`src/common/uartPkg.sv`:
```
//////////////////////////////////////////////////
// serial port shared definitions
// frame data width, byte and status types
// status bit positions
// receiver and transmitter state encodings
//////////////////////////////////////////////////

package uartPkg;

	localparam int dataBits = 8;	// 8-bit processor, fixed

	typedef logic [dataBits-1:0] dataByte_t;	// one data byte
	typedef logic [7:0] statusByte_t;	// word returned by the status instruction

	// status bit positions, upper bits read zero
	localparam int rxEmptyBit = 0;
	localparam int rxFullBit = 1;
	localparam int txEmptyBit = 2;
	localparam int txFullBit = 3;

	// receiver states
	typedef enum logic [1:0] {rxIdle, rxStart, rxData, rxStop} rxState_t;

	// transmitter states
	typedef enum logic [1:0] {txIdle, txStart, txData, txStop} txState_t;

endpackage

```
`src/uart/baudGen.sv`:
```
//////////////////////////////////////////////////
// baud tick generator
// one-cycle sTick every baudDiv clocks
// (16x oversampling rate)
//////////////////////////////////////////////////
`timescale 1ns/1ns

module baudGen #(
	parameter int baudDiv = 4	// clocks per sTick
) (
	input logic clk,
	input logic reset,
	output logic sTick
);

	// at least one bit even for baudDiv of 1
	localparam int cntWidth = (baudDiv > 1) ? $clog2(baudDiv) : 1;
	localparam logic [cntWidth-1:0] cntMax = cntWidth'(baudDiv - 1);

	logic [cntWidth-1:0] cnt;	// clock divider

	always_ff @(posedge clk or posedge reset)
	begin
		if (reset)
			cnt <= '0;
		else if (cnt == cntMax)
			cnt <= '0;	// wrap
		else
			cnt <= cnt + 1'b1;
	end

	assign sTick = (cnt == cntMax);	// pulse on the wrap cycle

endmodule

```
`src/uart/uartRec.sv`:
```
//////////////////////////////////////////////////
// serial receiver
// oversampled start detect, mid-bit sampling,
// LSB-first data, stop period of sbTick ticks
// rxDoneTick pulses with the byte on rxByte
//////////////////////////////////////////////////
`timescale 1ns/1ns

module uartRec import uartPkg::*; #(
	parameter int sbTick = 16	// ticks in stop period, 16 = one stop bit
) (
	input logic clk,
	input logic reset,
	input logic sTick,
	input logic rx,
	output logic rxDoneTick,
	output dataByte_t rxByte
);

	// tick counter must also reach sbTick-1 for long stop periods
	localparam int sWidth = (sbTick > 16) ? $clog2(sbTick) : 4;
	localparam int nWidth = $clog2(dataBits);

	rxState_t stateReg, stateNext;
	logic [sWidth-1:0] sReg, sNext;	// sTick counter
	logic [nWidth-1:0] nReg, nNext;	// data bit counter
	dataByte_t bReg, bNext;	// shift register

	always_ff @(posedge clk or posedge reset)
	begin
		if (reset)
		begin
			stateReg <= rxIdle;
			sReg <= '0;
			nReg <= '0;
		end
		else
		begin
			stateReg <= stateNext;
			sReg <= sNext;
			nReg <= nNext;
		end
	end

	always_ff @(posedge clk)
		bReg <= bNext;	// payload only

	//////////////////////////////////////////////////
	// next state logic
	//////////////////////////////////////////////////
	always_comb
	begin
		stateNext = stateReg;
		sNext = sReg;
		nNext = nReg;
		bNext = bReg;
		rxDoneTick = 1'b0;
		case (stateReg)
			rxIdle:
				if (!rx)	// falling start edge
				begin
					stateNext = rxStart;
					sNext = '0;
				end
			rxStart:
				if (sTick)
				begin
					if (sReg == sWidth'(7))	// middle of start bit
					begin
						stateNext = rxData;
						sNext = '0;
						nNext = '0;
					end
					else
						sNext = sReg + 1'b1;
				end
			rxData:
				if (sTick)
				begin
					if (sReg == sWidth'(15))	// middle of next data bit
					begin
						sNext = '0;
						bNext = {rx, bReg[dataBits-1:1]};	// LSB arrives first
						if (nReg == nWidth'(dataBits - 1))
							stateNext = rxStop;	// all bits in
						else
							nNext = nReg + 1'b1;
					end
					else
						sNext = sReg + 1'b1;
				end
			rxStop:
				if (sTick)
				begin
					if (sReg == sWidth'(sbTick - 1))
					begin
						stateNext = rxIdle;
						rxDoneTick = 1'b1;	// byte complete
					end
					else
						sNext = sReg + 1'b1;
				end
			default: stateNext = rxIdle;
		endcase
	end

	assign rxByte = bReg;

endmodule

```
`src/uart/uartXmit.sv`:
```
//////////////////////////////////////////////////
// serial transmitter
// pulls a byte from the transmit FIFO,
// sends start bit, LSB-first data, stop period
// registered tx line, txDoneTick at end of stop
//////////////////////////////////////////////////
`timescale 1ns/1ns

module uartXmit import uartPkg::*; #(
	parameter int sbTick = 16	// ticks in stop period
) (
	input logic clk,
	input logic reset,
	input logic sTick,
	input logic txEmpty,	// FIFO level, byte waiting when low
	input dataByte_t txByte,	// FIFO head
	output logic txPop,
	output logic txDoneTick,
	output logic tx
);

	localparam int sWidth = (sbTick > 16) ? $clog2(sbTick) : 4;
	localparam int nWidth = $clog2(dataBits);

	txState_t stateReg, stateNext;
	logic [sWidth-1:0] sReg, sNext;	// sTick counter
	logic [nWidth-1:0] nReg, nNext;	// bits sent
	dataByte_t bReg, bNext;	// outgoing shift register
	logic txReg, txNext;	// line register, no glitches on tx

	always_ff @(posedge clk or posedge reset)
	begin
		if (reset)
		begin
			stateReg <= txIdle;
			sReg <= '0;
			nReg <= '0;
			txReg <= 1'b1;	// line idles high
		end
		else
		begin
			stateReg <= stateNext;
			sReg <= sNext;
			nReg <= nNext;
			txReg <= txNext;
		end
	end

	always_ff @(posedge clk)
		bReg <= bNext;

	//////////////////////////////////////////////////
	// next state logic
	//////////////////////////////////////////////////
	always_comb
	begin
		stateNext = stateReg;
		sNext = sReg;
		nNext = nReg;
		bNext = bReg;
		txNext = txReg;
		txPop = 1'b0;
		txDoneTick = 1'b0;
		case (stateReg)
			txIdle:
			begin
				txNext = 1'b1;
				if (!txEmpty)
				begin
					stateNext = txStart;
					sNext = '0;
					bNext = txByte;	// grab head
					txPop = 1'b1;	// and release it
					txNext = 1'b0;	// start bit from next cycle
				end
			end
			txStart:
			begin
				txNext = 1'b0;
				if (sTick)
				begin
					if (sReg == sWidth'(15))
					begin
						stateNext = txData;
						sNext = '0;
						nNext = '0;
					end
					else
						sNext = sReg + 1'b1;
				end
			end
			txData:
			begin
				txNext = bReg[0];	// LSB first
				if (sTick)
				begin
					if (sReg == sWidth'(15))
					begin
						sNext = '0;
						bNext = bReg >> 1;
						if (nReg == nWidth'(dataBits - 1))
							stateNext = txStop;
						else
							nNext = nReg + 1'b1;
					end
					else
						sNext = sReg + 1'b1;
				end
			end
			txStop:
			begin
				txNext = 1'b1;
				if (sTick)
				begin
					if (sReg == sWidth'(sbTick - 1))
					begin
						stateNext = txIdle;
						txDoneTick = 1'b1;	// frame sent
					end
					else
						sNext = sReg + 1'b1;
				end
			end
			default: stateNext = txIdle;
		endcase
	end

	assign tx = txReg;

endmodule

```
`src/uart/uartFifo.sv`:
```
//////////////////////////////////////////////////
// first-word-fall-through byte FIFO
// depth 2**fifoAddrWidth, full and empty levels
// write when full and read when empty ignored
//////////////////////////////////////////////////
`timescale 1ns/1ns

module uartFifo import uartPkg::*; #(
	parameter int fifoAddrWidth = 2	// log2 of depth
) (
	input logic clk,
	input logic reset,
	input logic wr,
	input logic rd,
	input dataByte_t wrData,
	output dataByte_t rdData,
	output logic full,
	output logic empty
);

	localparam int depth = 2 ** fifoAddrWidth;

	dataByte_t mem [depth];	// storage, no reset
	logic [fifoAddrWidth-1:0] wrPtr, rdPtr;
	logic [fifoAddrWidth:0] count;	// one extra bit to hold depth
	logic wrEn, rdEn;

	assign wrEn = wr && !full;	// drop on full
	assign rdEn = rd && !empty;	// ignore on empty

	always_ff @(posedge clk)
		if (wrEn)
			mem[wrPtr] <= wrData;

	always_ff @(posedge clk or posedge reset)
	begin
		if (reset)
		begin
			wrPtr <= '0;
			rdPtr <= '0;
			count <= '0;
		end
		else
		begin
			if (wrEn)
				wrPtr <= wrPtr + 1'b1;	// wraps at depth
			if (rdEn)
				rdPtr <= rdPtr + 1'b1;
			case ({wrEn, rdEn})
				2'b10: count <= count + 1'b1;
				2'b01: count <= count - 1'b1;
				default: count <= count;	// none or both
			endcase
		end
	end

	assign rdData = mem[rdPtr];	// head always visible
	assign full = (count == (fifoAddrWidth+1)'(depth));
	assign empty = (count == '0);

endmodule

```
`src/design/uartPeriph.sv`:
```
//////////////////////////////////////////////////
// serial port peripheral top level
// baud generator, receiver, transmitter,
// receive and transmit FIFOs, status byte
//////////////////////////////////////////////////
`timescale 1ns/1ns

module uartPeriph import uartPkg::*; #(
	parameter int baudDiv = 4,	// clocks per sTick
	parameter int sbTick = 16,	// stop period in sTicks
	parameter int fifoAddrWidth = 2	// FIFO depth 4
) (
	input logic clk,
	input logic reset,
	input logic wrStrobe,	// write instruction
	input dataByte_t wrData,
	input logic rdStrobe,	// read instruction, pops receive FIFO
	output dataByte_t rdData,
	output statusByte_t status,
	input logic rx,
	output logic tx
);

	logic sTick;
	logic rxDoneTick;
	dataByte_t rxByte;
	logic rxFull, rxEmpty;
	logic txPop;
	dataByte_t txByte;
	logic txFull, txEmpty;

	baudGen #(.baudDiv(baudDiv)) baudGen0 (
		.clk(clk),
		.reset(reset),
		.sTick(sTick)
	);

	//////////////////////////////////////////////////
	// receive path
	//////////////////////////////////////////////////
	uartRec #(.sbTick(sbTick)) uartRec0 (
		.clk(clk),
		.reset(reset),
		.sTick(sTick),
		.rx(rx),
		.rxDoneTick(rxDoneTick),
		.rxByte(rxByte)
	);

	uartFifo #(.fifoAddrWidth(fifoAddrWidth)) rxFifo (
		.clk(clk),
		.reset(reset),
		.wr(rxDoneTick),	// each finished frame
		.rd(rdStrobe),
		.wrData(rxByte),
		.rdData(rdData),
		.full(rxFull),
		.empty(rxEmpty)
	);

	//////////////////////////////////////////////////
	// transmit path
	//////////////////////////////////////////////////
	uartFifo #(.fifoAddrWidth(fifoAddrWidth)) txFifo (
		.clk(clk),
		.reset(reset),
		.wr(wrStrobe),
		.rd(txPop),	// transmitter takes the head
		.wrData(wrData),
		.rdData(txByte),
		.full(txFull),
		.empty(txEmpty)
	);

	uartXmit #(.sbTick(sbTick)) uartXmit0 (
		.clk(clk),
		.reset(reset),
		.sTick(sTick),
		.txEmpty(txEmpty),
		.txByte(txByte),
		.txPop(txPop),
		.txDoneTick(),	// end of frame, processor polls status instead
		.tx(tx)
	);

	// status word for the status instruction
	always_comb
	begin
		status = '0;	// upper bits read zero
		status[rxEmptyBit] = rxEmpty;
		status[rxFullBit] = rxFull;
		status[txEmptyBit] = txEmpty;
		status[txFullBit] = txFull;
	end

endmodule

```
`config.mk`:
```
export PLATFORM = sky130hd
export DESIGN_NAME = uartPeriph
export DESIGN_NICKNAME = d
export VERILOG_FILES = /design/src/common/uartPkg.sv /design/src/uart/baudGen.sv /design/src/uart/uartRec.sv /design/src/uart/uartXmit.sv /design/src/uart/uartFifo.sv /design/src/design/uartPeriph.sv
export SDC_FILE = /design/constraint.sdc
export NUM_CORES = 1
export LEC_CHECK = 0
export ABC_CLOCK_PERIOD_IN_PS = 2900
export BUFFER_PORTS_ARGS = -buffer_cell sky130_fd_sc_hd__buf_2
export CORE_MARGIN = 4
export CORE_UTILIZATION = 40
export CTS_CLUSTER_DIAMETER = 30
export CTS_CLUSTER_SIZE = 40
export DETAILED_ROUTE_END_ITERATION = 7
export MAX_ROUTING_LAYER = met4
export PLACE_DENSITY = 0.63
export RECOVER_POWER = 25
export SETUP_SLACK_MARGIN = 0.1
export SLEW_MARGIN = 30
export SYNTH_ARGS = -nofsm -noshare
export SYNTH_HDL_FRONTEND = slang
export SYNTH_SLANG_ARGS = --single-unit
```
`constraint.sdc`:
```
create_clock -name clk -period 2.9 [get_ports clk]
set_clock_uncertainty 0.2 [all_clocks]
set_input_delay 0.29 -clock clk [delete_from_list [all_inputs] [get_ports clk]]
set_output_delay 0.29 -clock clk [all_outputs]
set_load 0.01 [all_outputs]
```
* Word-level counts from Yosys, hierarchy flattened *
Memories as Yosys holds them, arrays and structs flattened.
Index checks and enable logic that the tools add are counted.

operators by class
  $add $sub $neg = 13
  eq/ne operators = 39
  muxes and demuxes = 62
  reductions and logical operators = 26

operators with widths
  cell                                                                   count
  4-bit 2-to-1 mux                                                       12
  2-bit 2-to-1 mux                                                       17
  3-bit 2-to-1 mux                                                       10
  8-bit 2-to-1 mux                                                       3
  2-bit != test, second input constant                                   12
  3-bit one-hot mux with 2 select lines                                  4
  2-bit by 1-bit != test with 1-bit output, second input constant        9
  2-bit one-hot mux with 4 select lines                                  2
  4-bit one-hot mux with 4 select lines                                  1
  8-bit one-hot mux with 2 select lines                                  1
  8-bit AND reduction                                                    2
  2-bit equality test, second input constant                             7
  3-bit by 1-bit adder with 3-bit output, second input constant          4
  3-bit equality test, second input constant                             4
  4-bit one-hot mux with 3 select lines                                  1
  6-bit AND reduction                                                    2
  2-bit by 1-bit adder with 2-bit output, second input constant          5
  1-bit 2-to-1 mux                                                       10
  2-bit nonzero test                                                     5
  4-bit by 1-bit adder with 4-bit output, second input constant          2
  2-bit by 1-bit equality test with 1-bit output, second input constant  4
  4-bit equality test, second input constant                             2
  4-bit AND reduction                                                    2
  3-bit logical NOT                                                      2
  other kinds (9)                                                        17

word-level totals
  register bits = 51
  memory bits (writable) = 64
  input port bits = 13
  output and inout port bits = 17
  memories kept = 2

memory list
  name        depth  width  read ports  clocked after memory_dff  wr ports  RTL line        RTL
  rxFifo.mem  4      8      1           0                         1         uartFifo.sv:23  dataByte_t mem [depth];
  txFifo.mem  4      8      1           0                         1         uartFifo.sv:23

* Longest topological paths before layout *
  depth in word-level cells = 7
  mapped depth = 11
  gate-level depth less buffers = 10

* By module *
From an unflattened synthesis, not the netlist that was laid out.

unflattened totals
  cell total of the unflattened synthesis = 333
  area, all modules = 5206.2 um^2

by module, submodules not included
  module      instances  cells each  area an instance (um^2)  seq. area each (um^2)
  uartFifo    2          80          1596.5                   1136.1
  uartXmit    1          82          1003.5                   491.7
  uartRec     1          77          875.8                    465.4
  baudGen     1          5           70.1                     50.0
  uartPeriph  1          9           63.8                     0.0

* Worst setup path after synthesis *
No wires, ideal clock.

  path kind = flip-flop to flip-flop
  start point = register baudGen0.cnt[0]
  end point = register rxFifo.count[2]
  library setup time = 0.079 ns
  data arrival time = 1.976 ns
  data required time = 2.621 ns
  setup slack = 0.645 ns
  stages on the path, launching flop included = 12
  path buffers = 1
  period minus slack after synthesis = 2.255 ns
  cell sequence = dfrtp_1 -> ha_1 -> buf_6 -> nand4_1 -> nor3b_2 -> inv_1 -> ha_1 -> inv_1 -> fa_1 -> xor2_1 -> nor2_1 -> xor2_1

between the ends
  longest elaborated chain between the ends = 6
  elaborated cells between the ends (all ways) = 8
  classes of those cells = eq/ne: 3; mux: 3; reduce/logical: 2

RTL lines
  item                                                                                   RTL line        RTL
  from (decl)                                                                            baudGen.sv:20   logic [cntWidth-1:0] cnt;
  from (signal assigned)                                                                 baudGen.sv:29   cnt <= cnt + 1'b1;
  2-bit equality test *                                                                  baudGen.sv:32   assign sTick = (cnt == cntMax);
  1-bit 2-to-1 mux *                                                                     uartRec.sv:93   if (sTick)
  1-bit 2-to-1 mux *                                                                     uartRec.sv:58   case (stateReg)
  1-bit logical AND *                                                                    uartFifo.sv:28  assign wrEn = wr && !full;
  2-bit by 1-bit equality test with 1-bit output or 2-bit equality test (tied branches)  uartFifo.sv:49  case ({wrEn, rdEn})
  3-bit one-hot mux with 2 select lines or 2-bit nonzero test (tied branches)            n/a
  to (signal assigned)                                                                   uartFifo.sv:50  2'b10: count <= count + 1'b1;
  to (signal assigned)                                                                   uartFifo.sv:51  2'b01: count <= count - 1'b1;
  to (signal assigned)                                                                   uartFifo.sv:52  default: count <= count;
  to (decl)                                                                              uartFifo.sv:25  logic [fifoAddrWidth:0] count;

Every way passes the cells marked *; elsewhere a longest branch is shown, timed or not.
A chain may end at the register's enable or synchronous reset.

* Worst setup path after layout *
Same ends and word-level chain as after synthesis.

==> flow_summary.toml <==
[outcome]
status = "finished clean"

[die]
rows = 41
die_area_um2 = 14730
dieWidth_um = 121.4
core_area_um2 = 12620
num_io_pins = 30
die_outline_height_um = 121.4
start_util = 0.4073

[synthesis]
synth_edf_count = 80
netlist_instances = 321
synth_warnings = 0
synthesis.area_per_instance_um2 = 16.01
synth_seq_cells = 115
synth.cell_area_um2 = 5140
postSynth.asyncResetShare = 0.3043
post_synth_num_cell_types = 60
synth-main-ff-cell = "sky130_fd_sc_hd__edfxtp_1"
synth.yosys.seq_area_share = 0.6380

[grt]
grt_util_all_layers = 0.1298
first_global_vias = 2790
wire_length_of_the_first_global_routing_pass_um = 13940
gr-total-overflow = 0
antenna_violations_before_repair = 0
largest_net_degree_at_the_start_of_global_routing = 22

[timing]
min_period_ns = 2.356
final-max-slew-violation-count = 0
number_of_hold_violations_in_the_final_report = 0
period_share = 0.8124
timing.max_slew.rel_slack = 0.5855
rsz_0062_raised_after_global_routing = "false"
setup_total_negative_slack_ns = 0
tightestPinTransition_ns = 0.6211
maxClockFrequency_mhz = 424.4
timing.final.setup_violations = 0

[layout]
fillers = 1100
mostFrequentLayoutCell = "sky130_fd_sc_hd__edfxtp_1"
post-route-util = 0.4812
proportion_of_layout_cells_with_a_drive_suffix_above_1 = 0.2440
n_antenna_cell = 0
nets = 407
area.growth.synth_to_final_pct = 18.14
mostFrequentLayoutCells = "sky130_fd_sc_hd__edfxtp_1 (80), sky130_fd_sc_hd__dfrtp_1 (34), sky130_fd_sc_hd__ha_1 (27)"

[detailed_routing]
dr.pass1.iters = 4
via_count = 2691
drt-vias-per-instance = 4.902
ant_nets = 0
dr.first_iter.drc_count = 179
wl_per_cell_um = 14.81
route.final.wire_length_um = 8130
post-route-drc-count = 0

[pwr]
finalPower_mw = 5.770
leakage_nw = 2.356
power.ir.vdd_worst_mv = 0.5546
power.density_cell_area_nw_per_um2 = 950.3

[setup_path]
timing.critical_path.arrival_ns = 2.49
cpPeakStageDelay_ns = 0.43
start_kind = "flip-flop"
timing.critical_path.required_ns = 3.03
crit_slowest_cell = "sky130_fd_sc_hd__fa_1"
path_cells = "ha_1 > nand4_1 > nor3b_2 > inv_1 > ha_1 > inv_1 > fa_1 > xor2_1 > nor2_1 > xor2_1"
worst-path-max-fanout = 9
crit_type = "reg2reg"
worstPathBufferInverterCount = 2
critPathTopFamily = "adder cells"
timing.critical_path.to_type = "flip-flop"

[clock_network]
ctsHtreeMaxLevel = 4
cts_max_path_buffers = 2
total_clock_sinks = 115
postCtsResizedCells = 0
cts_made_buffers = 17
worst_skew_pair.late_latency_ns = 0.41
postCtsSetupBuffers = 0
cts_tree = "built"
path_clk_slew_ns = 0.05
clock-root-buffer = "sky130_fd_sc_hd__clkbuf_16"

[placed_design]
port_buffers = 25
hpwlAfterDp_um = 5440
weighted_congestion_reported_at_the_end_of_routability_driven_placement = 0.7293

[min_path]
holdCritPathClass = "in2reg"

[flow_run]
max-cap-violations = 0
[worst register-to-register path: stages (launching register included)]
cell                      delay (ns)
sky130_fd_sc_hd__dfrtp_1        0.38
sky130_fd_sc_hd__ha_1           0.32
sky130_fd_sc_hd__nand4_1        0.20
sky130_fd_sc_hd__nor3b_2        0.07
sky130_fd_sc_hd__inv_1          0.05
sky130_fd_sc_hd__ha_1           0.16
sky130_fd_sc_hd__inv_1          0.07
sky130_fd_sc_hd__fa_1           0.43
sky130_fd_sc_hd__xor2_1         0.15
sky130_fd_sc_hd__nor2_1         0.12
sky130_fd_sc_hd__xor2_1         0.15
[through the flow]
stage	instance area (um^2)	setup WS (ns)	hold WS [ns]	cells
4_1_cts	6080	0.4824	0.09419	549
3_3_place_gp	5406	0.6314	0.2056	508
3_5_place_dp	5406	0.5627	0.1981	508
2_1_floorplan	5151	0.6452	0.1889	324
6_report	6072	0.5439	0.1132	549
5_1_grt	6072	0.3683	0.1237	549
[timing repair]
action	4_1_cts	5_1_grt
endpoints found under the hold margin	47	0
setup endpoints to repair	0	0
hold buffers	10	0
[worst paths after layout]
check / startpoint / to / cells past startpoint / slack [ns]
hold reg to reg: baudGen0.cnt[0] / baudGen0.cnt[0] / 1 / 0.23
min in group asynchronous: reset / rxFifo.rdPtr[0] / 3 / 0.30
hold / removal: rdStrobe / rxFifo.rdPtr[0] / 3 / 0.11
max in group asynchronous: reset / uartXmit0.tx / 4 / 1.43
setup / recovery: baudGen0.cnt[0] / rxFifo.count[2] / 10 / 0.54
setup reg to reg: baudGen0.cnt[0] / rxFifo.count[2] / 10 / 0.54
[cell usage after synthesis (5+ instances only)]
cell / count / share of area
sky130_fd_sc_hd__edfxtp_1: 80 / 0.47
sky130_fd_sc_hd__dfrtp_1: 34 / 0.17
sky130_fd_sc_hd__ha_1: 27 / 0.066
sky130_fd_sc_hd__inv_1: 20 / 0.015
sky130_fd_sc_hd__mux4_2: 16 / 0.070
sky130_fd_sc_hd__nand2_1: 13 / 0.0095
sky130_fd_sc_hd__mux2_2: 11 / 0.024
sky130_fd_sc_hd__and2_1: 10 / 0.012
sky130_fd_sc_hd__buf_4: 10 / 0.015
sky130_fd_sc_hd__nor2_1: 8 / 0.0058
sky130_fd_sc_hd__o21ai_0: 7 / 0.0068
sky130_fd_sc_hd__xnor2_1: 6 / 0.010
sky130_fd_sc_hd__xor2_1: 6 / 0.010
sky130_fd_sc_hd__a21oi_1: 5 / 0.0049
sky130_fd_sc_hd__a22o_1: 5 / 0.0085
[cell families after synthesis]
family                     Yosys count  synth area share
DFF                                115            0.6380
and+or+nand+nor                     62           0.07498
buffers and inverters               37           0.03627
AOI/OAI and AO/OA                   33           0.04990
muxes                               32            0.1061
adders and majority gates           29           0.07351
xor gates and xnor gates            12           0.02045
other                                1         0.0007296
[state kept, by name, indices dropped and copies added (netlist names)]
name	cells
rxFifo.rdPtr	2
uartXmit0.nReg	3
txFifo.wrPtr	2
txFifo.mem	32
uartRec0.nReg	3
rxFifo.mem	32
baudGen0.cnt	2
uartXmit0.stateReg	2
uartXmit0.bReg	8
uartRec0.stateReg	2
rxFifo.count	3
rxFifo.wrPtr	2
uartXmit0.sReg	4
uartRec0.rxByte	8
uartRec0.sReg	4
txFifo.count	3
uartXmit0.tx	1
txFifo.rdPtr	2
[cell type report]
class | count | area (um^2) | share of cell area
clock buffer | 19 | 432.9 | 0.07130
inverter | 21 | 78.83 | 0.01298
timing repair buffer | 38 | 240.2 | 0.03956
tap | 172 | 215.2 | 0.03544
clock inverter | 12 | 140.1 | 0.02308
sequential | 115 | 3279 | 0.5401
multi-input combinational | 172 | 1685 | 0.2776
[routing by layer]
layer / GRT usage / wire length (um) / up-vias
li1: - / - / 1284
met1: 0.1576 / 3595 / 1342
met2: 0.1941 / 4013 / 48
met3: 0.04009 / 311 / 17
met4: 0.07143 / 210 / 0
met5: - / 0 / -
[report_power, final]
group	leakage, nW	total (mW)	switching [mW]	internal, mW
combinational	0.915	1.40	0.680	0.723
clock	0.275	2.01	0.682	1.33
sequential	1.17	2.36	0.256	2.10
total	2.36	5.77	1.62	4.15
Power figures use the tool's default switching activity.
